## src/design/hyper_cfg_pkg.sv

```systemverilog
// HyperBus controller configuration definitions
// Register map, latency type and register port structs

package hyper_cfg_pkg;

    typedef logic [3:0]  latency_t;
    typedef logic [31:0] count_t;
    typedef logic [7:0]  reg_addr_t;
    typedef logic [31:0] reg_data_t;

    typedef struct packed {
        logic      valid;
        logic      write;
        reg_addr_t addr;
        reg_data_t wdata;
    } reg_req_t;

    typedef struct packed {
        logic      ready;
        logic      error;
        reg_data_t rdata;
    } reg_rsp_t;

    // Register map
    localparam reg_addr_t RegLatency = 8'h00;
    localparam reg_addr_t RegCount   = 8'h04;

    localparam latency_t LatencyReset = 4'd6;
    localparam latency_t LatencyMin   = 4'd2;

endpackage

```

## src/design/hyper_bus_pkg.sv

```systemverilog
// HyperBus memory side definitions
// Data word, address and command-address types, system port structs
// and the PHY state encoding

package hyper_bus_pkg;

    typedef logic [15:0] word_t;
    typedef logic [23:0] addr_t;
    typedef logic [7:0]  dq_t;

    // Command-address, sent most significant byte first
    // 47 read flag, 46 address space, 45 burst type, 23:0 word address
    typedef logic [47:0] ca_t;

    localparam int CaBytes = 6;

    typedef struct packed {
        logic  write;
        addr_t addr;
        word_t wdata;
    } mem_req_t;

    typedef struct packed {
        logic  write;
        word_t rdata;
    } mem_rsp_t;

    typedef enum logic [2:0] {
        PhyIdle,
        PhyCa,
        PhyLatency,
        PhyWrite,
        PhyRead,
        PhyRsp
    } phy_state_t;

endpackage

```

## src/design/hyper_regs.sv

```systemverilog
// HyperBus controller register block
// Holds the initial access latency and counts completed transactions

`timescale 1ns/1ns

module hyper_regs import hyper_cfg_pkg::*; (
    input  logic     sys_clk,
    input  logic     reset_i,
    input  reg_req_t reg_req_i,
    output reg_rsp_t reg_rsp_o,
    input  logic     done_i,
    output latency_t latency_o
);

    latency_t latency_q;
    count_t   count_q;
    latency_t latency_wr;
    logic     hit_latency;
    logic     hit_count;

    assign hit_latency = (reg_req_i.addr == RegLatency);
    assign hit_count   = (reg_req_i.addr == RegCount);

    // Values below the minimum are clamped on write
    assign latency_wr = (latency_t'(reg_req_i.wdata) < LatencyMin) ?
                        LatencyMin : latency_t'(reg_req_i.wdata);

    always_comb begin
        reg_rsp_o.ready = reg_req_i.valid;
        reg_rsp_o.error = reg_req_i.valid &&
                          (!(hit_latency || hit_count) || (reg_req_i.write && hit_count));
        if (hit_latency) begin
            reg_rsp_o.rdata = reg_data_t'(latency_q);
        end else if (hit_count) begin
            reg_rsp_o.rdata = count_q;
        end else begin
            reg_rsp_o.rdata = '0;
        end
    end

    always_ff @(posedge sys_clk) begin
        if (reset_i) begin
            latency_q <= LatencyReset;
            count_q   <= '0;
        end else begin
            if (reg_req_i.valid && reg_req_i.write && hit_latency) begin
                latency_q <= latency_wr;
            end
            // One pulse per accepted response
            if (done_i) begin
                count_q <= count_q + 32'd1;
            end
        end
    end

    assign latency_o = latency_q;

endmodule

```

## src/design/hyper_req_queue.sv

```systemverilog
// Two-entry request FIFO between the system port and the PHY
// Lets a second request wait while the PHY runs a transaction

`timescale 1ns/1ns

module hyper_req_queue import hyper_bus_pkg::*; (
    input  logic     sys_clk,
    input  logic     reset_i,
    input  mem_req_t req_i,
    input  logic     req_valid_i,
    output logic     req_ready_o,
    output mem_req_t req_o,
    output logic     req_valid_o,
    input  logic     req_ready_i
);

    mem_req_t   mem_q [2];
    logic       wr_ptr_q;
    logic       rd_ptr_q;
    logic [1:0] cnt_q;
    logic       push;
    logic       pop;

    assign push = req_valid_i && req_ready_o;
    assign pop  = req_valid_o && req_ready_i;

    always_ff @(posedge sys_clk) begin
        if (reset_i) begin
            wr_ptr_q <= 1'b0;
            rd_ptr_q <= 1'b0;
            cnt_q    <= 2'd0;
        end else begin
            if (push) begin
                wr_ptr_q <= ~wr_ptr_q;
            end
            if (pop) begin
                rd_ptr_q <= ~rd_ptr_q;
            end
            case ({push, pop})
                2'b10:   cnt_q <= cnt_q + 2'd1;
                2'b01:   cnt_q <= cnt_q - 2'd1;
                default: cnt_q <= cnt_q;
            endcase
        end
    end

    // Storage entries
    always_ff @(posedge sys_clk) begin
        if (push) begin
            mem_q[wr_ptr_q] <= req_i;
        end
    end

    assign req_o       = mem_q[rd_ptr_q];
    assign req_valid_o = (cnt_q != 2'd0);
    assign req_ready_o = (cnt_q != 2'd2);

endmodule

```

## src/design/hyper_phy.sv

```systemverilog
// HyperBus PHY for single-word transactions
// Sends the command-address, waits the access latency, then writes
// or captures one 16-bit word and returns a response

`timescale 1ns/1ns

module hyper_phy
    import hyper_bus_pkg::*;
    import hyper_cfg_pkg::*;
(
    input  logic     sys_clk,
    input  logic     reset_i,
    input  mem_req_t req_i,
    input  logic     req_valid_i,
    output logic     req_ready_o,
    input  latency_t latency_i,
    output mem_rsp_t rsp_o,
    output logic     rsp_valid_o,
    input  logic     rsp_ready_i,
    output logic     done_o,
    output logic     hyper_cs_no,
    output logic     hyper_ck_o,
    output logic     hyper_rwds_o,
    input  logic     hyper_rwds_i,
    output logic     hyper_rwds_oe_o,
    output dq_t      hyper_dq_o,
    input  dq_t      hyper_dq_i,
    output logic     hyper_dq_oe_o
);

    phy_state_t state_q;
    logic [2:0] byte_cnt_q;
    latency_t   lat_cnt_q;
    latency_t   lat_q;
    ca_t        ca_q;
    ca_t        ca_new;
    logic       write_q;
    word_t      wdata_q;
    word_t      rdata_q;
    logic       accept;
    logic       rd_byte;

    assign accept  = req_valid_i && req_ready_o;
    assign rd_byte = (state_q == PhyRead) && hyper_rwds_i;

    // Read flag, memory space, linear burst, word address
    always_comb begin
        ca_new        = '0;
        ca_new[47]    = ~req_i.write;
        ca_new[46]    = 1'b0;
        ca_new[45]    = 1'b1;
        ca_new[23:0]  = req_i.addr;
    end

    always_ff @(posedge sys_clk) begin
        if (reset_i) begin
            state_q    <= PhyIdle;
            byte_cnt_q <= '0;
            lat_cnt_q  <= '0;
        end else begin
            case (state_q)
                PhyIdle: begin
                    if (req_valid_i) begin
                        state_q    <= PhyCa;
                        byte_cnt_q <= '0;
                    end
                end
                PhyCa: begin
                    if (byte_cnt_q == 3'(CaBytes - 1)) begin
                        state_q   <= PhyLatency;
                        lat_cnt_q <= '0;
                    end else begin
                        byte_cnt_q <= byte_cnt_q + 3'd1;
                    end
                end
                PhyLatency: begin
                    if (lat_cnt_q == lat_q - 4'd1) begin
                        state_q    <= write_q ? PhyWrite : PhyRead;
                        byte_cnt_q <= '0;
                    end else begin
                        lat_cnt_q <= lat_cnt_q + 4'd1;
                    end
                end
                PhyWrite: begin
                    if (byte_cnt_q == 3'd1) begin
                        state_q <= PhyRsp;
                    end else begin
                        byte_cnt_q <= byte_cnt_q + 3'd1;
                    end
                end
                PhyRead: begin
                    // Memory marks each valid byte with RWDS
                    if (hyper_rwds_i) begin
                        if (byte_cnt_q == 3'd1) begin
                            state_q <= PhyRsp;
                        end else begin
                            byte_cnt_q <= byte_cnt_q + 3'd1;
                        end
                    end
                end
                PhyRsp: begin
                    if (rsp_ready_i) begin
                        state_q <= PhyIdle;
                    end
                end
                default: state_q <= PhyIdle;
            endcase
        end
    end

    // Transaction payload
    always_ff @(posedge sys_clk) begin
        if (accept) begin
            write_q <= req_i.write;
            wdata_q <= req_i.wdata;
            lat_q   <= latency_i;
            ca_q    <= ca_new;
            rdata_q <= '0;
        end else if (state_q == PhyCa) begin
            ca_q <= ca_q << 8;
        end else if (rd_byte) begin
            if (byte_cnt_q[0]) begin
                rdata_q[7:0] <= hyper_dq_i;
            end else begin
                rdata_q[15:8] <= hyper_dq_i;
            end
        end
    end

    assign req_ready_o = (state_q == PhyIdle);
    assign rsp_valid_o = (state_q == PhyRsp);
    assign done_o      = rsp_valid_o && rsp_ready_i;
    assign rsp_o       = '{write: write_q, rdata: rdata_q};

    // Bus pins decoded from the state, SDR with one byte per cycle
    assign hyper_cs_no     = (state_q == PhyIdle) || (state_q == PhyRsp);
    assign hyper_ck_o      = ~hyper_cs_no;
    assign hyper_dq_oe_o   = (state_q == PhyCa) || (state_q == PhyWrite);
    assign hyper_rwds_oe_o = (state_q == PhyWrite);
    assign hyper_rwds_o    = 1'b0;

    always_comb begin
        case (state_q)
            PhyCa:    hyper_dq_o = ca_q[47:40];
            PhyWrite: hyper_dq_o = byte_cnt_q[0] ? wdata_q[7:0] : wdata_q[15:8];
            default:  hyper_dq_o = '0;
        endcase
    end

endmodule

```

## src/design/hyper_ctrl.sv

```systemverilog
// HyperBus memory controller top level
// Request queue, PHY and register block

`timescale 1ns/1ns

module hyper_ctrl
    import hyper_bus_pkg::*;
    import hyper_cfg_pkg::*;
(
    input  logic     sys_clk,
    input  logic     reset_i,
    input  mem_req_t mem_req_i,
    input  logic     req_valid_i,
    output logic     req_ready_o,
    output mem_rsp_t rsp_o,
    output logic     rsp_valid_o,
    input  logic     rsp_ready_i,
    input  reg_req_t reg_req_i,
    output reg_rsp_t reg_rsp_o,
    output logic     hyper_cs_no,
    output logic     hyper_ck_o,
    output logic     hyper_rwds_o,
    input  logic     hyper_rwds_i,
    output logic     hyper_rwds_oe_o,
    output dq_t      hyper_dq_o,
    input  dq_t      hyper_dq_i,
    output logic     hyper_dq_oe_o
);

    mem_req_t q_req;
    logic     q_valid;
    logic     q_ready;
    logic     done;
    latency_t latency;

    hyper_req_queue hyper_req_queue_i (
        .sys_clk     (sys_clk),
        .reset_i     (reset_i),
        .req_i       (mem_req_i),
        .req_valid_i (req_valid_i),
        .req_ready_o (req_ready_o),
        .req_o       (q_req),
        .req_valid_o (q_valid),
        .req_ready_i (q_ready)
    );

    hyper_phy hyper_phy_i (
        .sys_clk         (sys_clk),
        .reset_i         (reset_i),
        .req_i           (q_req),
        .req_valid_i     (q_valid),
        .req_ready_o     (q_ready),
        .latency_i       (latency),
        .rsp_o           (rsp_o),
        .rsp_valid_o     (rsp_valid_o),
        .rsp_ready_i     (rsp_ready_i),
        .done_o          (done),
        .hyper_cs_no     (hyper_cs_no),
        .hyper_ck_o      (hyper_ck_o),
        .hyper_rwds_o    (hyper_rwds_o),
        .hyper_rwds_i    (hyper_rwds_i),
        .hyper_rwds_oe_o (hyper_rwds_oe_o),
        .hyper_dq_o      (hyper_dq_o),
        .hyper_dq_i      (hyper_dq_i),
        .hyper_dq_oe_o   (hyper_dq_oe_o)
    );

    hyper_regs hyper_regs_i (
        .sys_clk   (sys_clk),
        .reset_i   (reset_i),
        .reg_req_i (reg_req_i),
        .reg_rsp_o (reg_rsp_o),
        .done_i    (done),
        .latency_o (latency)
    );

endmodule

```

## config.mk

```make
export PLATFORM = sky130hd
export DESIGN_NAME = hyper_ctrl
export DESIGN_NICKNAME = d
export VERILOG_FILES = /design/src/design/hyper_cfg_pkg.sv /design/src/design/hyper_bus_pkg.sv /design/src/design/hyper_regs.sv /design/src/design/hyper_req_queue.sv /design/src/design/hyper_phy.sv /design/src/design/hyper_ctrl.sv
export SDC_FILE = /design/constraint.sdc
export NUM_CORES = 1
export LEC_CHECK = 0
export ABC_AREA = 1
export BUFFER_PORTS_ARGS = -buffer_cell sky130_fd_sc_hd__buf_2
export CORE_ASPECT_RATIO = 1.5
export CORE_MARGIN = 2
export CORE_UTILIZATION = 32
export CTS_CLUSTER_SIZE = 20
export DETAILED_ROUTE_END_ITERATION = 7
export GPL_TIMING_DRIVEN = 0
export RECOVER_POWER = 25
export SYNTH_ARGS = -nofsm -noshare
export SYNTH_HDL_FRONTEND = slang
export SYNTH_SLANG_ARGS = --single-unit
```

## constraint.sdc

```tcl
create_clock -name sys_clk -period 8.4 [get_ports sys_clk]
set_input_delay 2.1 -clock sys_clk [delete_from_list [all_inputs] [get_ports sys_clk]]
set_output_delay 2.1 -clock sys_clk [all_outputs]
set_load 0.005 [all_outputs]
```

* Word level (Yosys, flattened, before mapping)
Memory sizes are Yosys's and may differ from the RTL's. A register that Yosys moved wholly into a read port is not among the register bits.
Index checks and enable logic that the tools add are counted.
** Storage, ports and cells
- RAM bits :: 82
- Input bits :: 96
- Memories kept :: 1
- Register bits :: 135
- Logic and storage cells :: 102
- Output and inout bits :: 66
** Operators by class
- Add/sub/neg operators :: 6
- Reductions and logical operators :: 25
- Equality and inequality tests :: 19
- Bitwise gates (word level) :: 6
- Muxes and demuxes :: 29
- Magnitude comparators :: 1
** Memories
- hyper_req_queue_i.mem_q :: depth 2, bits a word 41, rd ports 1, clocked after memory_dff 1, write ports 1, RTL line hyper_req_queue.sv:17 : mem_req_t mem_q [2];
** Operator list (count)
- $mux W48 :: 2
- $mux W32 :: 2
- $mux W3 :: 12
- $add A32 B1 Y32 const B :: 1
- $pmux W3 S6 :: 1
- $pmux W8 S2 :: 1
- $pmux W3 S5 :: 1
- $mux W4 :: 3
- $ne A2 B2 Y1 const B :: 5
- $reduce_and A5 Y1 :: 2
- $eq A3 B3 Y1 const B :: 3
- $reduce_and A3 Y1 :: 3
- $eq A8 B3 Y1 const B :: 1
- $logic_and A1 B1 Y1 :: 8
- $logic_not A8 Y1 :: 1
- $mux W8 :: 1
- $pmux W4 S2 :: 1
- $reduce_bool A2 Y1 :: 4
- $eq A3 B1 Y1 const B :: 2
- $eq A3 B2 Y1 const B :: 2
- $ne A2 B1 Y1 const B :: 3
- $not A1 Y1 :: 6
- $reduce_bool A5 Y1 :: 1
- $add A4 B1 Y4 const B :: 1
- other kinds (13) :: 19

* Depth between registers and ports, before layout
Gate-level depths: netlist of run 1.
- Word-level depth :: 5
- Depth in mapped cells :: 13

* By module
Synthesis of run 1 repeated with hierarchy kept, for this count alone.
** Second synthesis, totals
- Cells, all modules :: 1019
- Area, all modules :: 9829.4 µm²
** By module, submodules not included
- hyper_phy :: sequential area each 2362.3 µm², times used 1, area an instance 4125.2 µm², cells an instance 479
- hyper_req_queue :: sequential area each 2562.5 µm², times used 1, area an instance 3407.0 µm², cells an instance 166
- hyper_regs :: sequential area each 720.7 µm², times used 1, area an instance 2297.2 µm², cells an instance 374

* Worst setup path before layout of run 1
OpenSTA, ideal clock, no wires.
- Kind :: in2out
- Start :: in reg_req_i[33] (netlist name)
- End :: out reg_rsp_o[0] (netlist name)
- Cell stages on the path :: 6
- Slack :: 3428 ps
- Data arrival time :: 2872 ps
- Path buffers :: 1
- Required time :: 6300 ps
- Cells stage by stage :: nor2_1 -> nand2_1 -> nor3_1 -> inv_1 -> buf_1 -> o22ai_1
** RTL lines
- start, declared :: RTL line hyper_ctrl.sv:18 : input reg_req_t reg_req_i,
- end, declared :: RTL line hyper_ctrl.sv:19 : output reg_rsp_t reg_rsp_o,

==> results of run 1 <==
==> logic make-up (layout without fill, tap and decap cells) <==
family	count (synthesis)	count (layout)
AND/OR/NAND/NOR	544	544
flip-flops	218	218
AO/OA/AOI/OAI	156	156
buffers and inverters	137	310
XOR/XNOR	7	7
adder cells (fa/ha/maj)	6	6
other	1	1
==> worst max-delay path by stage <==
stage / startpoint / endpoint / slack (ns) / depth (start not counted)
floorplan: reg_req_i[33] / reg_rsp_o[0] / 3.43 / 6
global placement: req_valid_i / hyper_req_queue_i.mem_q[1][14] / 2.69 / 3
detailed placement: reg_req_i[33] / reg_rsp_o[0] / 2.88 / 8
CTS: reg_req_i[33] / reg_rsp_o[0] / 2.87 / 8
global route: reg_req_i[33] / reg_rsp_o[3] / 2.75 / 8
finish: reg_req_i[33] / reg_rsp_o[3] / 2.90 / 8
==> power breakdown <==
| part | internal [mW] | switching [mW] | total, mW |
|---|---|---|---|
| sequential | 1.46 | 0.0858 | 1.54 |
| clock | 0.570 | 0.407 | 0.977 |
| combinational | 0.276 | 0.630 | 0.906 |
==> synthesized netlist by cell type, types with 2 or more instances <==
library cell / instances
buf_2: 9
xor2_1: 6
edfxtp_1: 128
nand2_2: 5
nor2_4: 6
o21ai_1: 4
nand2_1: 321
inv_1: 84
buf_4: 3
nor3_1: 18
nor3_2: 3
o31ai_1: 2
nand3_1: 46
ha_1: 6
o21ai_0: 27
inv_2: 9
nor2_1: 103
o32ai_1: 6
buf_1: 3
a21oi_1: 91
dfxtp_1: 90
nand4_1: 10
nand3_2: 4
o211ai_1: 17
nor2_2: 8
o22ai_1: 2
a211oi_1: 2
or2_2: 17
clkbuf_1: 26
==> area by class of cell <==
type | instances | area [sq um]
clock buffers | 32 | 647
well taps | 395 | 494
multi-input cells | 714 | 3340
clock inverters | 8 | 75.1
plain buffers | 42 | 185
inverters | 95 | 359
flip-flops and latches | 218 | 5650
fillers | 2991 | 18000
repair buffers | 133 | 677
==> registers in the layout, summed over array words and instances, names as in the netlist, named ones only <==
register / cells
hyper_req_queue_i.rd_ptr_q: 1
hyper_regs_i.count_q: 32
hyper_req_queue_i.mem_q: 82
hyper_phy_i.state_q: 3
hyper_phy_i.lat_q: 4
hyper_phy_i.wdata_q: 16
hyper_req_queue_i.cnt_q: 2
hyper_phy_i.ca_q: 48
hyper_phy_i.lat_cnt_q: 4
hyper_regs_i.latency_o: 4
hyper_phy_i.rdata_q: 16
hyper_phy_i.byte_cnt_q: 3
hyper_req_queue_i.wr_ptr_q: 1
hyper_phy_i.write_q: 1
==> routing by layer <==
layer  wire [um]  track usage  vias to the layer above
li1            -            -                     3857
met1        8940        0.153                     3454
met4         979       0.0706                        0
met5           0            0                        -
met3         865       0.0235                       55
met2       12600        0.282                      140
==> stage by stage <==
stage | setup WS, ns | area (sq um)
6_report | 2.90 | 11400
5_1_grt | 2.75 | 11400
4_1_cts | 2.87 | 11500
3_5_place_dp | 2.88 | 10700
3_3_place_gp | 2.69 | 10700
2_1_floorplan | 3.43 | 9540
==> critical path: cells and delay by family <==
kind / cells / cell delay [ns]
buf+inv: 4 / 0.69
simple gates: 3 / 0.33
compound gates: 1 / 0.27
==> results by group, run 1 <==
Worst setup path
  – Worst endpoint data arrival time: 3.40 ns
  – Worst Path Required: 6.30 ns
  – Crit Reg-Reg Endpoint: hyper_phy_i.ca_q[3]
  – Critical Path Sink Type: primary output
  – Cells along the critical path: buf_2 -> nor2_1 -> nand2_1 -> nor3_1 -> inv_1 -> buf_1 -> o22ai_1 -> buf_2
  – CP max-delay cell: buf_1
  – R2r worst-path depth: 8
  – Most frequent cell on the critical path: buf_2
  – FF-to-FF Start: hyper_phy_i.state_q[0]
  – Max stage delay on crit path: 0.28 ns
  – Startpoint types: input pin
  – Classification of the worst setup path: in2out
  – Worst reg2reg setup slack: 4.99 ns
  – Crit Path Max Fanout: 10

STA
  – Hold slack: 0.460 ns
  – Worst Max-Slew Pin Slew: 1.05 ns
  – Endpoints failing hold: 0
  – Period minus WS final: 5.50 ns
  – Finish-stage setup viols: 0
  – Final Max Tran Viols: 0
  – RSZ-0062 raised after global routing: no
  – Setup Skew: 0.00808 ns
  – Worst slew margin: 0.299
  – Maximum clock frequency: 0.182 GHz
  – Post-Route Setup TNS: 0 ns
  – Final period util: 0.655

Detailed routing
  – Drt wl/cell: 14.3 um
  – DRC violations left: 0
  – Routed WL: 23400 um
  – First-pass iteration count of the detailed router: 5
  – Routed Antenna Nets: 0
  – Number of vias per cell: 4.59
  – Drt first-iter violations: 336
  – DR vias: 7506

Synth
  – Post-synthesis mux area share: 0
  – Yosys top cell by area: edfxtp_1
  – Post-synth top area share: 0.403
  – Syn Inst Count: 1069
  – Largest family of logic cells by synthesized area: simple AND/OR/NAND/NOR gates
  – Syn avg cell area: 8.93 sq um
  – Count of unique library cells instantiated by Yosys: 42
  – Post-Synth Simple-Gate Area: 0.244
  – Syn. warnings: 0
  – Mapped cell area: 0.00954 sq mm
  – Syn nets: 1171
  – Seq/Total Area, Yosys: 0.592
  – Post-synth EDFFs: 128
  – Top_reg_cell synth: edfxtp_1
  – Post-synthesis adder-cell area fraction: 0.00787
  – Yosys reg bits: 218
  – Post-synthesis compound-gate area fraction: 0.0924
  – Fraction of registers with async set/reset: 0
  – Main area contributors after synthesis: edfxtp_1 (40%), dfxtp_1 (19%), nand2_1 (13%)
  – Synth Area in XOR/XNOR: 0.00642

Clock tree
  – Clk sink count: 218
  – H-tree depth: 1
  – Post CTS Setup Buffer Count: 0
  – Clk pin slew, worst setup/hold paths: 0.06 ns
  – Num CTS Buffers: 22
  – Clock latency on the worst-skew pair: 0.51 ns
  – CTS Hold Bufs: 0
  – Clk root buf: clkbuf_16
  – Clock buffer depth: 3
  – TritonCTS clock tree: built
  – # resized after CTS: 0

Worst hold path
  – Worst Hold Depth: 2
  – Worst hold endpoint: hyper_phy_i.rdata_q[14]
  – Hold Startpoint: hyper_phy_i.rdata_q[14]
  – HP Class: reg2reg

Cells and area
  – Area Growth Syn to Fin: 19.7%
  – Fin nets: 1328
  – Fin cells: 1637
  – Number of diodes: 0
  – Commonest non-fill, non-tap cell in the layout: nand2_1
  – Most frequent cells in the layout: nand2_1 (322), edfxtp_1 (128), buf_2 (123)
  – Share of layout cells above drive strength 1: 0.174
  – Final core occ: 0.389

GRT
  – Overall routing resource usage: 0.146
  – Largest net degree at the start of global routing: 32
  – Gr ovfl total: 0
  – First-pass GRT wire length: 36700 um
  – Vias in the first global route: 7312
  – Antenna violations before repair: 0

Placed design
  – Buffers on Ports: 131
  – GP Congestion: 0.880
  – Cells after DPL: 1597
  – Post-DP HPWL: 17300 um

Floorplanning
  – Total die area: 0.0313 sq mm
  – # rows: 77
  – Die height: 216 um
  – Initial core utilization: 0.325
  – Die X: 145 um
  – CORE AREA: 0.0294 sq mm
  – I/O Pins: 162

Job
  – Max Cap Viol: 0

Pwr
  – Peak supply drop: 0.228 mV
  – Power Dens Cells: 300 mW/mm^2
  – Total chip power: 3.43 mW
  – Leak pwr: 4.38 nW

Status
  – Outcome: complete, no violations
Power figures use the tool's default switching activity.
==> inputs of run 2 (changes only) <==
==> constraint.sdc (replaced) <==
create_clock -name sys_clk -period 5.09 [get_ports sys_clk]
set_input_delay 1.2725 -clock sys_clk [delete_from_list [all_inputs] [get_ports sys_clk]]
set_output_delay 1.2725 -clock sys_clk [all_outputs]
set_load 0.005 [all_outputs]
==> results by group, run 2 (synthesis gave the netlist of run 1 again) <==
Clock tree
  – Clk sink count: 218
  – Num CTS Buffers: 22
  – # resized after CTS: 0
  – Post CTS Setup Buffer Count: 0
  – CTS Hold Bufs: 0
  – TritonCTS clock tree: built
  – H-tree depth: 1
  – Clock buffer depth: 3
  – Clock latency on the worst-skew pair: 0.51 ns
  – Clk pin slew, worst setup/hold paths: 0.06 ns
  – Clk root buf: clkbuf_16

Pwr
  – Net Sw Frac: 0.329
  – Clock power share: 0.284
  – Pint: 3.81 mW
  – Power Dens Cells: 496 mW/mm^2
  – Comb power frac: 0.267
  – Seq pwr share: 0.449
  – Net Sw Power: 1.87 mW
  – Total chip power: 5.68 mW
  – Peak supply drop: 0.375 mV
  – Leak pwr: 4.38 nW

GRT
  – Overall routing resource usage: 0.146
  – Antenna violations before repair: 0
  – First-pass GRT wire length: 36700 um
  – Gr ovfl total: 0
  – Largest net degree at the start of global routing: 32
  – Vias in the first global route: 7312

STA
  – Endpoints failing hold: 0
  – Worst Max-Slew Pin Slew: 1.03 ns
  – Finish-stage setup viols: 0
  – Final Max Tran Viols: 0
  – Worst slew margin: 0.310
  – Period minus WS final: 3.85 ns
  – Hold slack: 0.457 ns
  – Final period util: 0.756
  – Setup Skew: 0.0114 ns
  – Maximum clock frequency: 0.260 GHz
  – Final worst slack: 1.24 ns
  – Post-Route Setup TNS: 0 ns
  – RSZ-0062 raised after global routing: no

Detailed routing
  – Number of vias per cell: 4.59
  – DRC violations left: 0
  – Drt first-iter violations: 362
  – Drt wl/cell: 14.3 um
  – DR vias: 7517
  – First-pass iteration count of the detailed router: 5
  – Routed WL: 23300 um
  – Routed Antenna Nets: 0

Job
  – Max Cap Viol: 0

Cells and area
  – Biggest register: hyper_req_queue_i.mem_q
  – Fin cells: 1637
  – Commonest non-fill, non-tap cell in the layout: nand2_1
  – Fin nets: 1328
  – Post-route cell area: 0.0114 sq mm
  – Number of diodes: 0
  – Most frequent cells in the layout: nand2_1 (321), edfxtp_1 (128), buf_2 (121)
  – Final core occ: 0.389
  – Share of layout cells above drive strength 1: 0.177
  – Number of flip-flops in the largest register: 82
  – Largest registers: hyper_req_queue_i.mem_q x82, hyper_phy_i.ca_q x48, hyper_regs_i.count_q x32
  – Area Growth Syn to Fin: 19.9%
  – Fillers: 2991

Placed design
  – Cells after DPL: 1597
  – GP Congestion: 0.880
  – Pre-CTS WS: 1.22 ns
  – Buffers on Ports: 131
  – Post-DP HPWL: 17300 um
  – Post-DP Area: 0.0107 sq mm

Worst setup path
  – R2r worst-path depth: 5
  – Worst endpoint data arrival time: 2.58 ns
  – Worst reg2reg setup slack: 2.37 ns
  – Classification of the worst setup path: in2out
  – Critical Path Sink Type: primary output
  – Startpoint types: input pin
  – Crit Reg-Reg Endpoint: hyper_phy_i.ca_q[7]
  – Worst setup path start: reg_req_i[33]
  – FF-to-FF Start: hyper_phy_i.state_q[0]
  – Crit Path Max Fanout: 10
  – Worst Path Required: 3.82 ns

Floorplanning
  – Die X: 145 um
  – Initial core utilization: 0.325
  – # rows: 77
  – CORE AREA: 0.0294 sq mm
  – I/O Pins: 162
  – Die height: 216 um
  – Total die area: 0.0313 sq mm

Worst hold path
  – Hold Startpoint: hyper_phy_i.ca_q[37]
  – HP Class: reg2reg
  – Worst Hold Depth: 2
  – Worst hold endpoint: hyper_phy_i.ca_q[37]

Status
  – Outcome: complete, no violations
-- run 2: changes by cell type in the layout (fill, tap and decap cells not counted), sizes merged --
| cell | delta |
|---|---|
| inv | +1 |
| buf | -2 |
| clkinv | -1 |
| clkbuf | +2 |
-- run 2: routing by layer --
| metal | GRT usage | vias up | wire length, um |
|---|---|---|---|
| met5 | 0 | - | 0 |
| met4 | 0.0706 | 0 | 977 |
| met3 | 0.0235 | 54 | 905 |
| met2 | 0.282 | 147 | 12500 |
| met1 | 0.153 | 3460 | 8910 |
| li1 | - | 3856 | - |
-- run 2: worst max-delay path: stages --
cell and delay, ns:
buf_2 0.09, nor2_1 0.09, nand2_1 0.07, nor3_1 0.17
inv_1 0.16, buf_1 0.28, o22ai_1 0.27, buf_2 0.16
-- run 2: area by class of cell --
| class | count | area [sq um] | share of cell area |
|---|---|---|---|
| multi-input combinational | 714 | 3360 | 0.294 |
| tap | 395 | 494 | 0.0432 |
| timing repair buffer | 133 | 672 | 0.0587 |
| clock inverter | 8 | 75.1 | 0.00656 |
| clock buffer | 32 | 647 | 0.0565 |
| sequential | 218 | 5650 | 0.493 |
| buffer | 42 | 188 | 0.0164 |
| inverter | 95 | 359 | 0.0314 |
-- run 2: how the worst max path moves through the flow --
stage,end,slack [ns],cells past startpoint
6_report,reg_rsp_o[3],1.24,8
5_1_grt,hyper_dq_o[7],1.08,6
4_1_cts,reg_rsp_o[0],1.22,8
3_5_place_dp,reg_rsp_o[0],1.22,8
3_3_place_gp,hyper_req_queue_i.mem_q[1][14],0.21,3
2_1_floorplan,hyper_req_queue_i.mem_q[1][0],1.54,2
-- run 2: power by group through the flow --
stage | combinational, mW | sequential, mW | clock (mW)
floorplan | 1.03 | 2.55 | 0
global placement | 1.51 | 2.58 | 0
detailed placement | 1.55 | 2.58 | 0
CTS | 1.56 | 2.55 | 1.65
global route | 1.73 | 2.59 | 1.72
finish | 1.52 | 2.55 | 1.61
